[config.mk]
export PLATFORM = sky130hd
export DESIGN_NAME = apr_core
export DESIGN_NICKNAME = d
export VERILOG_FILES = /design/src/source/apr_word_pkg.sv /design/src/source/apr_bus_pkg.sv /design/src/source/apr_core.sv /design/src/source/ar_mb_regs.sv /design/src/source/key_sequencer.sv /design/src/source/ma_relocate.sv /design/src/source/mem_ctrl.sv /design/src/source/pi_chain.sv
export SDC_FILE = /design/constraint.sdc
export NUM_CORES = 1
export LEC_CHECK = 0
export ABC_AREA = 1
export BUFFER_PORTS_ARGS = -buffer_cell sky130_fd_sc_hd__buf_2
export CORE_MARGIN = 5
export CORE_UTILIZATION = 53
export DETAILED_ROUTE_END_ITERATION = 12
export PLACE_DENSITY = 0.86
export SETUP_SLACK_MARGIN = 0.05
export SKIP_LAST_GASP = 1
export SYNTH_ARGS = -nofsm -noshare
export SYNTH_HDL_FRONTEND = slang
export SYNTH_SLANG_ARGS = --single-unit
[constraint.sdc]
create_clock -name clk -period 4.6 [get_ports clk]
set_input_delay 0.46 -clock clk [delete_from_list [all_inputs] [get_ports clk]]
set_output_delay 0.46 -clock clk [all_outputs]
set_load 0.005 [all_outputs]
[src/source/apr_word_pkg.sv]
package apr_word_pkg;

	// Bit 0 is the most significant bit throughout
	localparam int WORD_BITS = 36;
	localparam int ADDR_BITS = 18;
	localparam int PAGE_BITS = 8;
	localparam int CHAN_BITS = 7;
	localparam int CHAN_NUM_BITS = 3;

	// High address bits that are zero for fast memory (0 to 17 octal)
	localparam int FMC_LIMIT_BITS = 14;

	typedef logic [0:WORD_BITS-1] word_t;

	typedef logic [WORD_BITS-ADDR_BITS:WORD_BITS-1] addr_t; // 18 to 35

	typedef logic [WORD_BITS-ADDR_BITS:WORD_BITS-ADDR_BITS+PAGE_BITS-1] page_t; // 18 to 25

	// Channels 1 to 7 with channel 1 highest priority
	typedef logic [1:CHAN_BITS] chan_t;

	typedef logic [0:CHAN_NUM_BITS-1] chan_num_t; // 0 is no channel

endpackage

[src/source/apr_bus_pkg.sv]
package apr_bus_pkg;

	// Cycles without acknowledge before non-existent memory
	localparam int NXM_TIMEOUT = 32;
	localparam int NXM_CNT_BITS = $clog2(NXM_TIMEOUT);

	typedef struct packed {
		logic rq_cyc;
		logic rd_rq;
		logic wr_rq;
		logic wr_rs;
		logic fmc_select;
		apr_word_pkg::addr_t addr; // Physical
		apr_word_pkg::word_t mb_out;
	} membus_req_t;

	typedef struct packed {
		logic addr_ack;
		logic rd_rs;
		apr_word_pkg::word_t mb_in;
	} membus_rsp_t;

	// One-cycle strobes from the key sequence
	typedef struct packed {
		logic ma_clr;
		logic ma_inc;
		logic ma_fm_mas;
		logic ar_clr;
		logic ar_fm_datasw;
		logic mb_fm_ar;
		logic mc_rd;
		logic mc_wr;
	} key_strobe_t;

	typedef struct packed {
		logic set;
		apr_word_pkg::word_t iob;
	} pi_cono_t;

	typedef enum logic [2:0] {KT_IDLE, KT1, KT2, KT3, KT_WAIT} key_state_t;

endpackage

[src/source/apr_core.sv]
module apr_core (
	input  logic clk,
	input  logic pi_reset,
	input  logic key_ex,
	input  logic key_ex_nxt,
	input  logic key_dep,
	input  logic key_dep_nxt,
	input  logic key_apr_load,
	input  logic sw_user,
	input  logic sw_mem_disable,
	input  apr_word_pkg::word_t datasw,
	input  apr_word_pkg::addr_t mas,
	input  apr_bus_pkg::membus_rsp_t membus_rsp,
	output apr_bus_pkg::membus_req_t membus_req,
	input  apr_word_pkg::chan_t iobus_pi_req,
	input  apr_bus_pkg::pi_cono_t pi_cono,
	input  logic pi_grant,
	input  logic pi_dismiss,
	output apr_word_pkg::word_t ar,
	output apr_word_pkg::word_t mb,
	output apr_word_pkg::addr_t ma,
	output apr_word_pkg::page_t pr,
	output apr_word_pkg::page_t rlr,
	output logic busy,
	output logic nxm,
	output logic illeg_flag,
	output apr_word_pkg::chan_t pih,
	output apr_word_pkg::chan_t pir,
	output apr_word_pkg::chan_t pio,
	output logic pi_active,
	output apr_word_pkg::chan_num_t pi_rq_chan
);

	apr_bus_pkg::key_strobe_t strobe;
	apr_word_pkg::addr_t phys_addr;
	logic illeg;
	logic fmc_select;
	logic mc_done;
	logic mb_clr;
	logic mb_fm_bus;

	key_sequencer key_seq_i (.clk, .pi_reset, .key_ex, .key_ex_nxt, .key_dep,
		.key_dep_nxt, .mc_done, .strobe, .busy);

	ma_relocate ma_rel_i (.clk, .pi_reset, .strobe, .mas, .datasw, .key_apr_load,
		.sw_user, .ma, .pr, .rlr, .phys_addr, .illeg, .fmc_select);

	ar_mb_regs ar_mb_i (.clk, .pi_reset, .strobe, .datasw, .mb_clr, .mb_fm_bus,
		.mb_in(membus_rsp.mb_in), .ar, .mb);

	mem_ctrl mem_ctrl_i (.clk, .pi_reset, .strobe, .phys_addr, .illeg, .fmc_select,
		.mb, .sw_mem_disable, .rsp(membus_rsp), .req(membus_req), .mb_clr,
		.mb_fm_bus, .mc_done, .nxm, .illeg_flag);

	pi_chain pi_chain_i (.clk, .pi_reset, .pi_req_in(iobus_pi_req), .cono(pi_cono),
		.pi_grant, .pi_dismiss, .pih, .pir, .pio, .pi_active, .pi_rq_chan);

endmodule

[src/source/ar_mb_regs.sv]
module ar_mb_regs (
	input  logic clk,
	input  logic pi_reset,
	input  apr_bus_pkg::key_strobe_t strobe,
	input  apr_word_pkg::word_t datasw,
	input  logic mb_clr,
	input  logic mb_fm_bus,
	input  apr_word_pkg::word_t mb_in,
	output apr_word_pkg::word_t ar,
	output apr_word_pkg::word_t mb
);

	always_ff @(posedge clk) begin
		if (pi_reset)
			ar <= '0;
		else if (strobe.ar_clr)
			ar <= '0;
		else if (strobe.ar_fm_datasw)
			ar <= ar | datasw; // Ones transfer
	end

	always_ff @(posedge clk) begin
		if (pi_reset)
			mb <= '0;
		else if (strobe.mb_fm_ar)
			mb <= ar;
		else if (mb_clr)
			mb <= '0;
		else if (mb_fm_bus)
			mb <= mb | mb_in;
	end

endmodule

[src/source/key_sequencer.sv]
module key_sequencer (
	input  logic clk,
	input  logic pi_reset,
	input  logic key_ex,
	input  logic key_ex_nxt,
	input  logic key_dep,
	input  logic key_dep_nxt,
	input  logic mc_done,
	output apr_bus_pkg::key_strobe_t strobe,
	output logic busy
);

	apr_bus_pkg::key_state_t state;
	logic key_manual;
	logic key_manual_d;
	logic key_edge;
	logic dep_sel; // Deposit or deposit next
	logic nxt_sel; // One of the next variants

	assign key_manual = key_ex | key_ex_nxt | key_dep | key_dep_nxt;
	assign key_edge = key_manual & ~key_manual_d;
	assign busy = state != apr_bus_pkg::KT_IDLE;

	always_ff @(posedge clk) begin
		if (pi_reset) begin
			state <= apr_bus_pkg::KT_IDLE;
			key_manual_d <= 1'b0;
			dep_sel <= 1'b0;
			nxt_sel <= 1'b0;
		end else begin
			key_manual_d <= key_manual;
			case (state)
				apr_bus_pkg::KT_IDLE: if (key_edge) begin
					dep_sel <= key_dep | key_dep_nxt;
					nxt_sel <= key_ex_nxt | key_dep_nxt;
					state <= apr_bus_pkg::KT1;
				end
				apr_bus_pkg::KT1: state <= apr_bus_pkg::KT2;
				apr_bus_pkg::KT2: state <= apr_bus_pkg::KT3;
				apr_bus_pkg::KT3: state <= apr_bus_pkg::KT_WAIT;
				apr_bus_pkg::KT_WAIT: if (mc_done)
					state <= apr_bus_pkg::KT_IDLE;
				default: state <= apr_bus_pkg::KT_IDLE;
			endcase
		end
	end

	always_comb begin
		strobe = '0;
		case (state)
			apr_bus_pkg::KT1: begin
				strobe.ma_clr = ~nxt_sel;
				strobe.ma_inc = nxt_sel;
				strobe.ar_clr = dep_sel;
			end
			apr_bus_pkg::KT2: begin
				strobe.ma_fm_mas = ~nxt_sel;
				strobe.ar_fm_datasw = dep_sel;
			end
			apr_bus_pkg::KT3: begin
				strobe.mc_rd = ~dep_sel;
				strobe.mb_fm_ar = dep_sel;
				strobe.mc_wr = dep_sel;
			end
			default: ;
		endcase
	end

	a_rd_wr_excl: assert property (@(posedge clk) disable iff (pi_reset)
		!(strobe.mc_rd && strobe.mc_wr))
		else $error("read and write strobes together");

endmodule

[src/source/ma_relocate.sv]
module ma_relocate (
	input  logic clk,
	input  logic pi_reset,
	input  apr_bus_pkg::key_strobe_t strobe,
	input  apr_word_pkg::addr_t mas,
	input  apr_word_pkg::word_t datasw,
	input  logic key_apr_load,
	input  logic sw_user,
	output apr_word_pkg::addr_t ma,
	output apr_word_pkg::page_t pr,
	output apr_word_pkg::page_t rlr,
	output apr_word_pkg::addr_t phys_addr,
	output logic illeg,
	output logic fmc_select
);

	apr_word_pkg::page_t ma_page;
	apr_word_pkg::page_t rel_page;
	logic inh_rel;

	always_ff @(posedge clk) begin
		if (strobe.ma_clr)
			ma <= '0;
		else if (strobe.ma_inc)
			ma <= ma + apr_word_pkg::addr_t'(1);
		else if (strobe.ma_fm_mas)
			ma <= ma | mas;
	end

	// Loaded from the data switches only outside a key sequence
	always_ff @(posedge clk) begin
		if (pi_reset) begin
			pr <= '0;
			rlr <= '0;
		end else if (key_apr_load && strobe == '0) begin
			pr <= datasw[0:7];
			rlr <= datasw[18:25];
		end
	end

	assign ma_page = ma[18:25];
	assign fmc_select = ma[18 +: apr_word_pkg::FMC_LIMIT_BITS] == '0; // Fast memory
	assign inh_rel = ~sw_user | fmc_select;

	assign illeg = ~inh_rel & (ma_page > pr);
	assign rel_page = ma_page + (inh_rel ? apr_word_pkg::page_t'(0) : rlr); // Wraps at 256
	assign phys_addr = {rel_page, ma[26:35]};

endmodule

[src/source/mem_ctrl.sv]
module mem_ctrl (
	input  logic clk,
	input  logic pi_reset,
	input  apr_bus_pkg::key_strobe_t strobe,
	input  apr_word_pkg::addr_t phys_addr,
	input  logic illeg,
	input  logic fmc_select,
	input  apr_word_pkg::word_t mb,
	input  logic sw_mem_disable,
	input  apr_bus_pkg::membus_rsp_t rsp,
	output apr_bus_pkg::membus_req_t req,
	output logic mb_clr,
	output logic mb_fm_bus,
	output logic mc_done,
	output logic nxm,
	output logic illeg_flag
);

	logic mc_rd;
	logic mc_wr;
	logic mc_rq;
	logic wr_rs_q;
	logic [apr_bus_pkg::NXM_CNT_BITS-1:0] nxm_cnt;
	apr_word_pkg::addr_t addr_q;
	logic fmc_q;
	logic start;
	logic nxm_timeout;
	logic ack;

	assign start = strobe.mc_rd | strobe.mc_wr;
	assign nxm_timeout = mc_rq & ~sw_mem_disable &
		(nxm_cnt == apr_bus_pkg::NXM_CNT_BITS'(apr_bus_pkg::NXM_TIMEOUT - 1));
	assign ack = mc_rq & (rsp.addr_ack | nxm_timeout); // Timeout counts as acknowledge
	assign mb_clr = strobe.mc_rd & ~illeg;
	assign mb_fm_bus = mc_rd & rsp.rd_rs;

	always_ff @(posedge clk) begin
		if (pi_reset) begin
			mc_rd <= 1'b0;
			mc_wr <= 1'b0;
			mc_rq <= 1'b0;
			wr_rs_q <= 1'b0;
			mc_done <= 1'b0;
			nxm <= 1'b0;
			illeg_flag <= 1'b0;
			nxm_cnt <= '0;
		end else begin
			mc_done <= 1'b0;
			wr_rs_q <= ack & mc_wr;
			if (mc_rq)
				nxm_cnt <= nxm_cnt + 1'b1;
			if (start) begin
				nxm <= 1'b0;
				illeg_flag <= illeg;
				nxm_cnt <= '0;
				if (illeg) begin
					mc_done <= 1'b1; // No bus cycle
				end else begin
					mc_rq <= 1'b1;
					mc_rd <= strobe.mc_rd;
					mc_wr <= strobe.mc_wr;
				end
			end
			if (ack)
				mc_rq <= 1'b0;
			if (nxm_timeout) begin
				nxm <= 1'b1;
				if (mc_rd) begin
					mc_rd <= 1'b0; // MB stays cleared
					mc_done <= 1'b1;
				end
			end
			if (mb_fm_bus || wr_rs_q) begin
				mc_rd <= 1'b0;
				mc_wr <= 1'b0;
				mc_done <= 1'b1;
			end
		end
	end

	always_ff @(posedge clk) begin
		if (start) begin
			addr_q <= phys_addr;
			fmc_q <= fmc_select;
		end
	end

	always_comb begin
		req.rq_cyc = mc_rq;
		req.rd_rq = mc_rd;
		req.wr_rq = mc_wr;
		req.wr_rs = wr_rs_q;
		req.fmc_select = fmc_q;
		req.addr = addr_q;
		req.mb_out = (mc_wr & (ack | wr_rs_q)) ? mb : '0;
	end

	a_rq_excl: assert property (@(posedge clk) disable iff (pi_reset)
		!(req.rd_rq && req.wr_rq))
		else $error("read and write request together");

	a_wr_rs_ack: assert property (@(posedge clk) disable iff (pi_reset)
		$rose(req.wr_rs) |-> ($past(rsp.addr_ack) || nxm))
		else $error("write restart without acknowledge");

endmodule

[src/source/pi_chain.sv]
module pi_chain (
	input  logic clk,
	input  logic pi_reset,
	input  apr_word_pkg::chan_t pi_req_in,
	input  apr_bus_pkg::pi_cono_t cono,
	input  logic pi_grant,
	input  logic pi_dismiss,
	output apr_word_pkg::chan_t pih,
	output apr_word_pkg::chan_t pir,
	output apr_word_pkg::chan_t pio,
	output logic pi_active,
	output apr_word_pkg::chan_num_t pi_rq_chan
);

	apr_word_pkg::chan_t pi_req; // One-hot winning channel
	apr_word_pkg::chan_t pih_low; // Lowest held channel
	apr_word_pkg::chan_t pir_next;
	apr_word_pkg::chan_t pih_next;
	logic blocked;
	logic held;

	always_comb begin
		blocked = 1'b0;
		held = 1'b0;
		pi_rq_chan = '0;
		for (int i = 1; i <= apr_word_pkg::CHAN_BITS; i++) begin
			pi_req[i] = pir[i] & ~pih[i] & ~blocked;
			blocked = blocked | pir[i] | pih[i];
			pih_low[i] = pih[i] & ~held;
			held = held | pih[i];
			if (pi_req[i])
				pi_rq_chan = apr_word_pkg::chan_num_t'(i);
		end
	end

	always_comb begin
		pir_next = pir;
		pih_next = pih;
		if (pi_active)
			pir_next = pir_next | (pi_req_in & pio);
		if (pi_grant) begin
			pir_next = pir_next & ~pi_req;
			pih_next = pih_next | pi_req;
		end
		if (pi_dismiss)
			pih_next = pih_next & ~pih_low;
		if (cono.set && cono.iob[23]) begin
			pir_next = '0;
			pih_next = '0;
		end
	end

	always_ff @(posedge clk) begin
		if (pi_reset) begin
			pih <= '0;
			pir <= '0;
			pio <= '0;
			pi_active <= 1'b0;
		end else begin
			pih <= pih_next;
			pir <= pir_next;
			if (cono.set) begin
				pio <= cono.iob[29:35];
				if (cono.iob[27])
					pi_active <= 1'b0;
				if (cono.iob[28])
					pi_active <= 1'b1; // Set wins
			end
		end
	end

	a_grant_req: assert property (@(posedge clk) disable iff (pi_reset)
		pi_grant |-> pi_rq_chan != '0)
		else $error("grant with no channel requesting");

endmodule

## Yosys cells after proc, flatten, opt, wreduce, memory -nomap -nowiden

Index checks and enable logic that the tools add are counted.

| storage, ports and cells | value |
|---|---|
| register bits after elaboration | 165 |
| bits in latches | 0 |
| bits in writable memories | 0 |
| memory bits (read-only) | 0 |
| input bits | 147 |
| logic and storage cells | 181 |
| memories kept | 0 |

| cells by class | value |
|---|---|
| $add $sub $neg | 3 |
| multipliers | 0 |
| div/mod/pow operators | 0 |
| $lt $le $gt $ge | 1 |
| equal/unequal tests | 7 |
| shifts and indexed selects | 0 |
| muxes and demuxes | 39 |
| bitwise operators | 88 |
| reduce and logical (&&, ||, !) cells | 20 |

Operator list:

| kind | number |
|---|---|
| 36-bit two-way mux | 4 |
| 36-bit bitwise OR | 2 |
| 18-bit two-way mux | 2 |
| 1-bit bitwise AND | 28 |
| 7-bit two-way mux | 4 |
| 3-bit two-way mux | 9 |
| 1-bit inverter | 25 |
| 1-bit bitwise OR | 25 |
| 7-bit bitwise AND | 3 |
| 18-bit by 1-bit adder with 18-bit output, second input constant | 1 |
| 18-bit bitwise OR | 1 |
| 1-bit two-way mux | 17 |
| 3-bit one-hot mux with 5 select lines | 1 |
| 14-bit logical NOT | 1 |
| 7-bit inverter | 2 |
| 7-bit bitwise OR | 2 |
| 2-bit OR reduction | 5 |
| 8-bit adder | 1 |
| 8-bit greater-than comparator | 1 |
| 8-bit logical NOT | 1 |
| 8-bit two-way mux | 1 |
| 2-bit AND reduction | 4 |
| 3-bit by 2-bit == test with 1-bit output, second input constant | 2 |
| 2-bit nonzero test | 3 |
| other kinds (10) | 13 |

## Logic depth before layout (Yosys ltp)

| depth | value |
|---|---|
| word-level depth | 17 |
| gate-level depth with buffers | 16 |

## Hierarchy

From an unflattened synthesis, not the netlist that was laid out.

| second synthesis, totals | value |
|---|---|
| cells, all modules | 1,271 |
| area total of the unflattened synthesis | 8,713.4 µm² |

Modules (own cells, without submodules):

| module | times used | cells an instance | area each (µm²) | seq. area each (µm²) |
|---|---|---|---|---|
| ar_mb_regs | 1 | 538 | 3,430.8 | 1,441.4 |
| ma_relocate | 1 | 364 | 2,439.8 | 680.7 |
| mem_ctrl | 1 | 178 | 1,501.4 | 810.8 |
| pi_chain | 1 | 142 | 1,033.5 | 440.4 |
| key_sequencer | 1 | 49 | 307.8 | 120.1 |

## Worst setup path after synthesis

No wires, ideal clock.

| timing path | value |
|---|---|
| path kind | reg2reg |
| start point | register ma_rel_i.ma[4] |
| end point | register mem_ctrl_i.addr_q[16], data pin |
| setup time | 260 ps |
| arrival time | 1,958 ps |
| path slack | 2,382 ps |
| cell stages (with the launch flop) | 14 |
| period minus slack after synthesis | 2,218 ps |
| path through | dfxtp_1 -> or2_0 -> nor2_1 -> nand2_2 -> nand2_4 -> nor2_1 -> ha_1 -> fa_1 -> nand3_1 -> nand2_1 -> a21oi_1 -> nor2_1 -> nor2_1 -> xor2_1 |

| between the ends | value |
|---|---|
| word-level cells in the longest chain between the ends | 4 |

Ends and longest elaborated chain:

| what | RTL line | text |
|---|---|---|
| start: declaration | ma_relocate.sv:9 | `output apr_word_pkg::addr_t ma,` |
| start signal: assignment | ma_relocate.sv:25 | `ma <= ma + apr_word_pkg::addr_t'(1);` |
| start signal: assignment | ma_relocate.sv:27 | `ma <= ma \| mas;` |
| 14-bit logical NOT | ma_relocate.sv:42 | `assign fmc_select = ma[18 +: apr_word_pkg::FMC_LIMIT_BITS] == '0;` |
| 1-bit bitwise OR | ma_relocate.sv:43 | `assign inh_rel = ~sw_user \| fmc_select;` |
| 8-bit two-way mux | ma_relocate.sv:46 | `assign rel_page = ma_page + (inh_rel ? apr_word_pkg::page_t'(0) : rlr);` |
| 8-bit adder | ma_relocate.sv:46 |  |
| net ma_rel_i.phys_addr[16] | ma_relocate.sv:12 | `output apr_word_pkg::addr_t phys_addr,` |
| end signal: assignment | mem_ctrl.sv:83 | `addr_q <= phys_addr;` |
| end: declaration | mem_ctrl.sv:24 | `apr_word_pkg::addr_t addr_q;` |

The timed path passes the listed nets, and every way through them passes these cells.
A chain may end at the register's enable or synchronous reset.

==> results.yml <==
synth:
  synth.avg_cell_area_um2: 6.99
  synth_edf_count: 19
  synth_fp_nets: 1392
  synth_ff_type: "dfxtp_1"
  synth_cells: 1226
  synthDistinctLibCells: 42
  synth-async-reset-ratio_pct: 0
  synth_seq_cells: 165
  seq_area_frac_synth_pct: 40.8
  yosysWarnings: 0
  netlist_area_um2: 8570
sta:
  fin_skew_ns: 0.0103
  drv_slew: 0
  fmax_ghz: 0.343
  layout_setup_ws_ns: 1.68
  post-route-min-period_ns: 2.92
  relSlewSlack_pct: 24.1
  tightest_slew_ns: 1.13
  grt_setup_unrepaired: "false"
  period_share_pct: 63.4
  finalSetupViolations: 0
  tns_ns: 0
  finalHoldViolations: 0
drt:
  viasPerCell: 5.15
  ant_nets: 0
  wirelength_um: 26600
  wire_per_inst_um: 15.4
  dr_total_vias: 8907
  drc: 0
  drt_iter0_markers: 682
  dr.pass1.iters: 5
setup_path:
  r2r_start: "ma_rel_i.ma[10]"
  path_class: "reg2out"
  worstSetupEndpointType: "output pin"
  start_kind: "flip-flop"
  worstPathRequired_ns: 4.14
  worst_r2r_endpoint: "ar_mb_i.mb[21]"
  rr_worst_depth: 12
  reg2reg_slack_ns: 1.78
  crit_arrival_ns: 2.46
  crit_fanout: 36
cts:
  cts-resized-gates: 0
  cts_hold_buf: 0
  cts.reportedPaths.clkPinSlew_ns: 0.06
  postCtsSetupBuffers: 0
  clk_path_buf_depth: 2
  cts_buffers: 17
  cts.htree.levels: 4
  cts_tree: "built"
  clock_sinks: 165
  root_buffer: "clkbuf_16"
  clk_latency_ns: 0.42
min_path:
  holdPathEnd: "pi_chain_i.pio[0]"
  hp-class: "in2reg"
  hp-start: "pi_cono[0]"
  hold-path-cell-count: 3
cells_and_area:
  fin_util_pct: 67.1
  diodes: 0
  synthToLayoutAreaGrowth_pct: 24.3
  final_layout_size_suffix_gt1_share_pct: 29.8
  layout.nets: 1668
placement:
  preCtsSetupSlack_ns: 1.82
  dp_hpwl_um: 19400
  gp_congestion: 0.912
  portBuffers: 313
global_routing:
  grt_use_met1_pct: 34.0
  overflow: 0
  track_usage_pct: 27.6
  antenna_found_initial: 3
  grt_max_degree: 64
  busiest_layer: "met2"
  met3_usage_pct: 7.76
  first_global_vias: 8262
  grt_pass1_wl_um: 41300
  grt_util_met2_pct: 46.5
power_and_ir_drop:
  irDropWorstVdd_v: 0.000315
  power_w: 0.00403
  power_leakage_nw: 5.55
  power_density_nw_per_um2: 378
die:
  die_w_um: 137
  start_util_pct: 54.0
  die_area_um2: 18800
  die_y_um: 137
  io_pins: 340
  core_area_um2: 15900
  rows: 46
run:
  drv_cap: 0
status:
  outcome: "completed"
## registers in the layout (all words and copies together) (netlist names), 3 cells and up
name	cells
ar_mb_i.ar	36
mem_ctrl_i.addr_q	18
mem_ctrl_i.nxm_cnt	5
pi_chain_i.pih	7
ma_rel_i.ma	18
ar_mb_i.mb	36
pi_chain_i.pio	7
pi_chain_i.pir	7
ma_rel_i.rlr	8
key_seq_i.state	3
ma_rel_i.pr	8
## synthesized netlist by cell type (7+ instances only)
library cell | number | area [µm²]
a21oi_1 | 93 | 465
buf_2 | 23 | 115
buf_4 | 15 | 113
buf_6 | 7 | 78.8
clkbuf_1 | 18 | 67.6
dfxtp_1 | 146 | 2920
edfxtp_1 | 19 | 571
ha_1 | 18 | 225
inv_1 | 153 | 574
inv_2 | 28 | 105
nand2_1 | 278 | 1040
nand2_2 | 24 | 150
nand3_1 | 27 | 135
nand3_2 | 36 | 360
nor2_1 | 190 | 713
nor3_1 | 12 | 60.1
o21ai_0 | 70 | 350
o21ai_1 | 12 | 60.1
xor2_1 | 13 | 114
## cell families after synthesis
kind of cell | after synthesis | share of synthesized area, %
flip-flops | 165 | 40.8
buffers and inverters | 244 | 12.3
adder cells (fa/ha/maj) | 19 | 2.86
AO/OA/AOI/OAI | 198 | 12.4
XOR/XNOR | 14 | 1.43
AND/OR/NAND/NOR | 586 | 30.3
## cell usage in the layout (no fill, tap or decap), types with 4 or more instances in the layout
cell type,count
a211oi_1,4
a21oi_1,93
a31oi_1,4
buf_2,313
buf_4,7
clkbuf_16,18
dfxtp_1,146
edfxtp_1,19
ha_1,18
inv_1,152
inv_2,29
nand2_1,278
nand2_2,23
nand3_1,27
nand3_2,36
nand4_1,5
nor2_1,189
nor2_2,5
nor3_1,12
o21ai_0,70
o21ai_1,10
xor2_1,13
## critical path: stages, from the launching register on
cell,delay (ns)
dfxtp_1,0.33
ha_1,0.21
and3_1,0.18
ha_1,0.20
nand2_1,0.14
nand2_1,0.12
o21ai_2,0.15
buf_4,0.41
nor2_1,0.14
buf_2,0.16
## cell type report
type                    instances  area [µm²]
well taps                     216         270
inverters                     181         679
clock inverters                12        77.6
fillers                      1375        5230
clock buffers                  20         458
flip-flops and latches        165        3490
multi-input cells             817        4060
repair buffers                320        1620
## layer usage
layer / up-vias / wire length, µm / part of all wire, %
met5: - / 34 / 0.13
met4: 6 / 689 / 2.6
met3: 54 / 2470 / 9.3
met2: 405 / 12900 / 49
met1: 4068 / 10500 / 39
li1: 4374 / - / -
## per-stage QoR
step	std cells	hold slack [ns]	instance area, µm²
after CTS	1731	0.248	10700
after floorplan	1226	0.443	8570
final	1731	0.266	10700
after global routing	1731	0.264	10700
after detailed placement	1699	0.454	10100
after global placement	1699	0.450	10100
## how the worst max path moves through the flow
stage / startpoint / endpoint / slack [ns] / cells after the start
after global placement: ma_rel_i.ma[13] / ar_mb_i.mb[20] / 1.88 / 13
final: mem_ctrl_i.nxm_cnt[0] / membus_req[6] / 1.68 / 9
after floorplan: ma_rel_i.ma[4] / mem_ctrl_i.addr_q[16] / 2.38 / 13
after detailed placement: ma_rel_i.ma[10] / ar_mb_i.mb[19] / 1.82 / 12
after global routing: mem_ctrl_i.nxm_cnt[0] / membus_req[6] / 1.55 / 9
after CTS: mem_ctrl_i.nxm_cnt[0] / membus_req[6] / 1.69 / 9
## power breakdown
part	internal, W	switching, W	total [W]	leakage [nW]
Clock	0.000721	0.000591	0.00131	0.257
Combinational	0.000382	0.000548	0.000930	3.93
Sequential	0.00161	0.000176	0.00178	1.36
Total	0.00271	0.00132	0.00403	5.55
No activity file was read; power rests on OpenSTA's default activity.
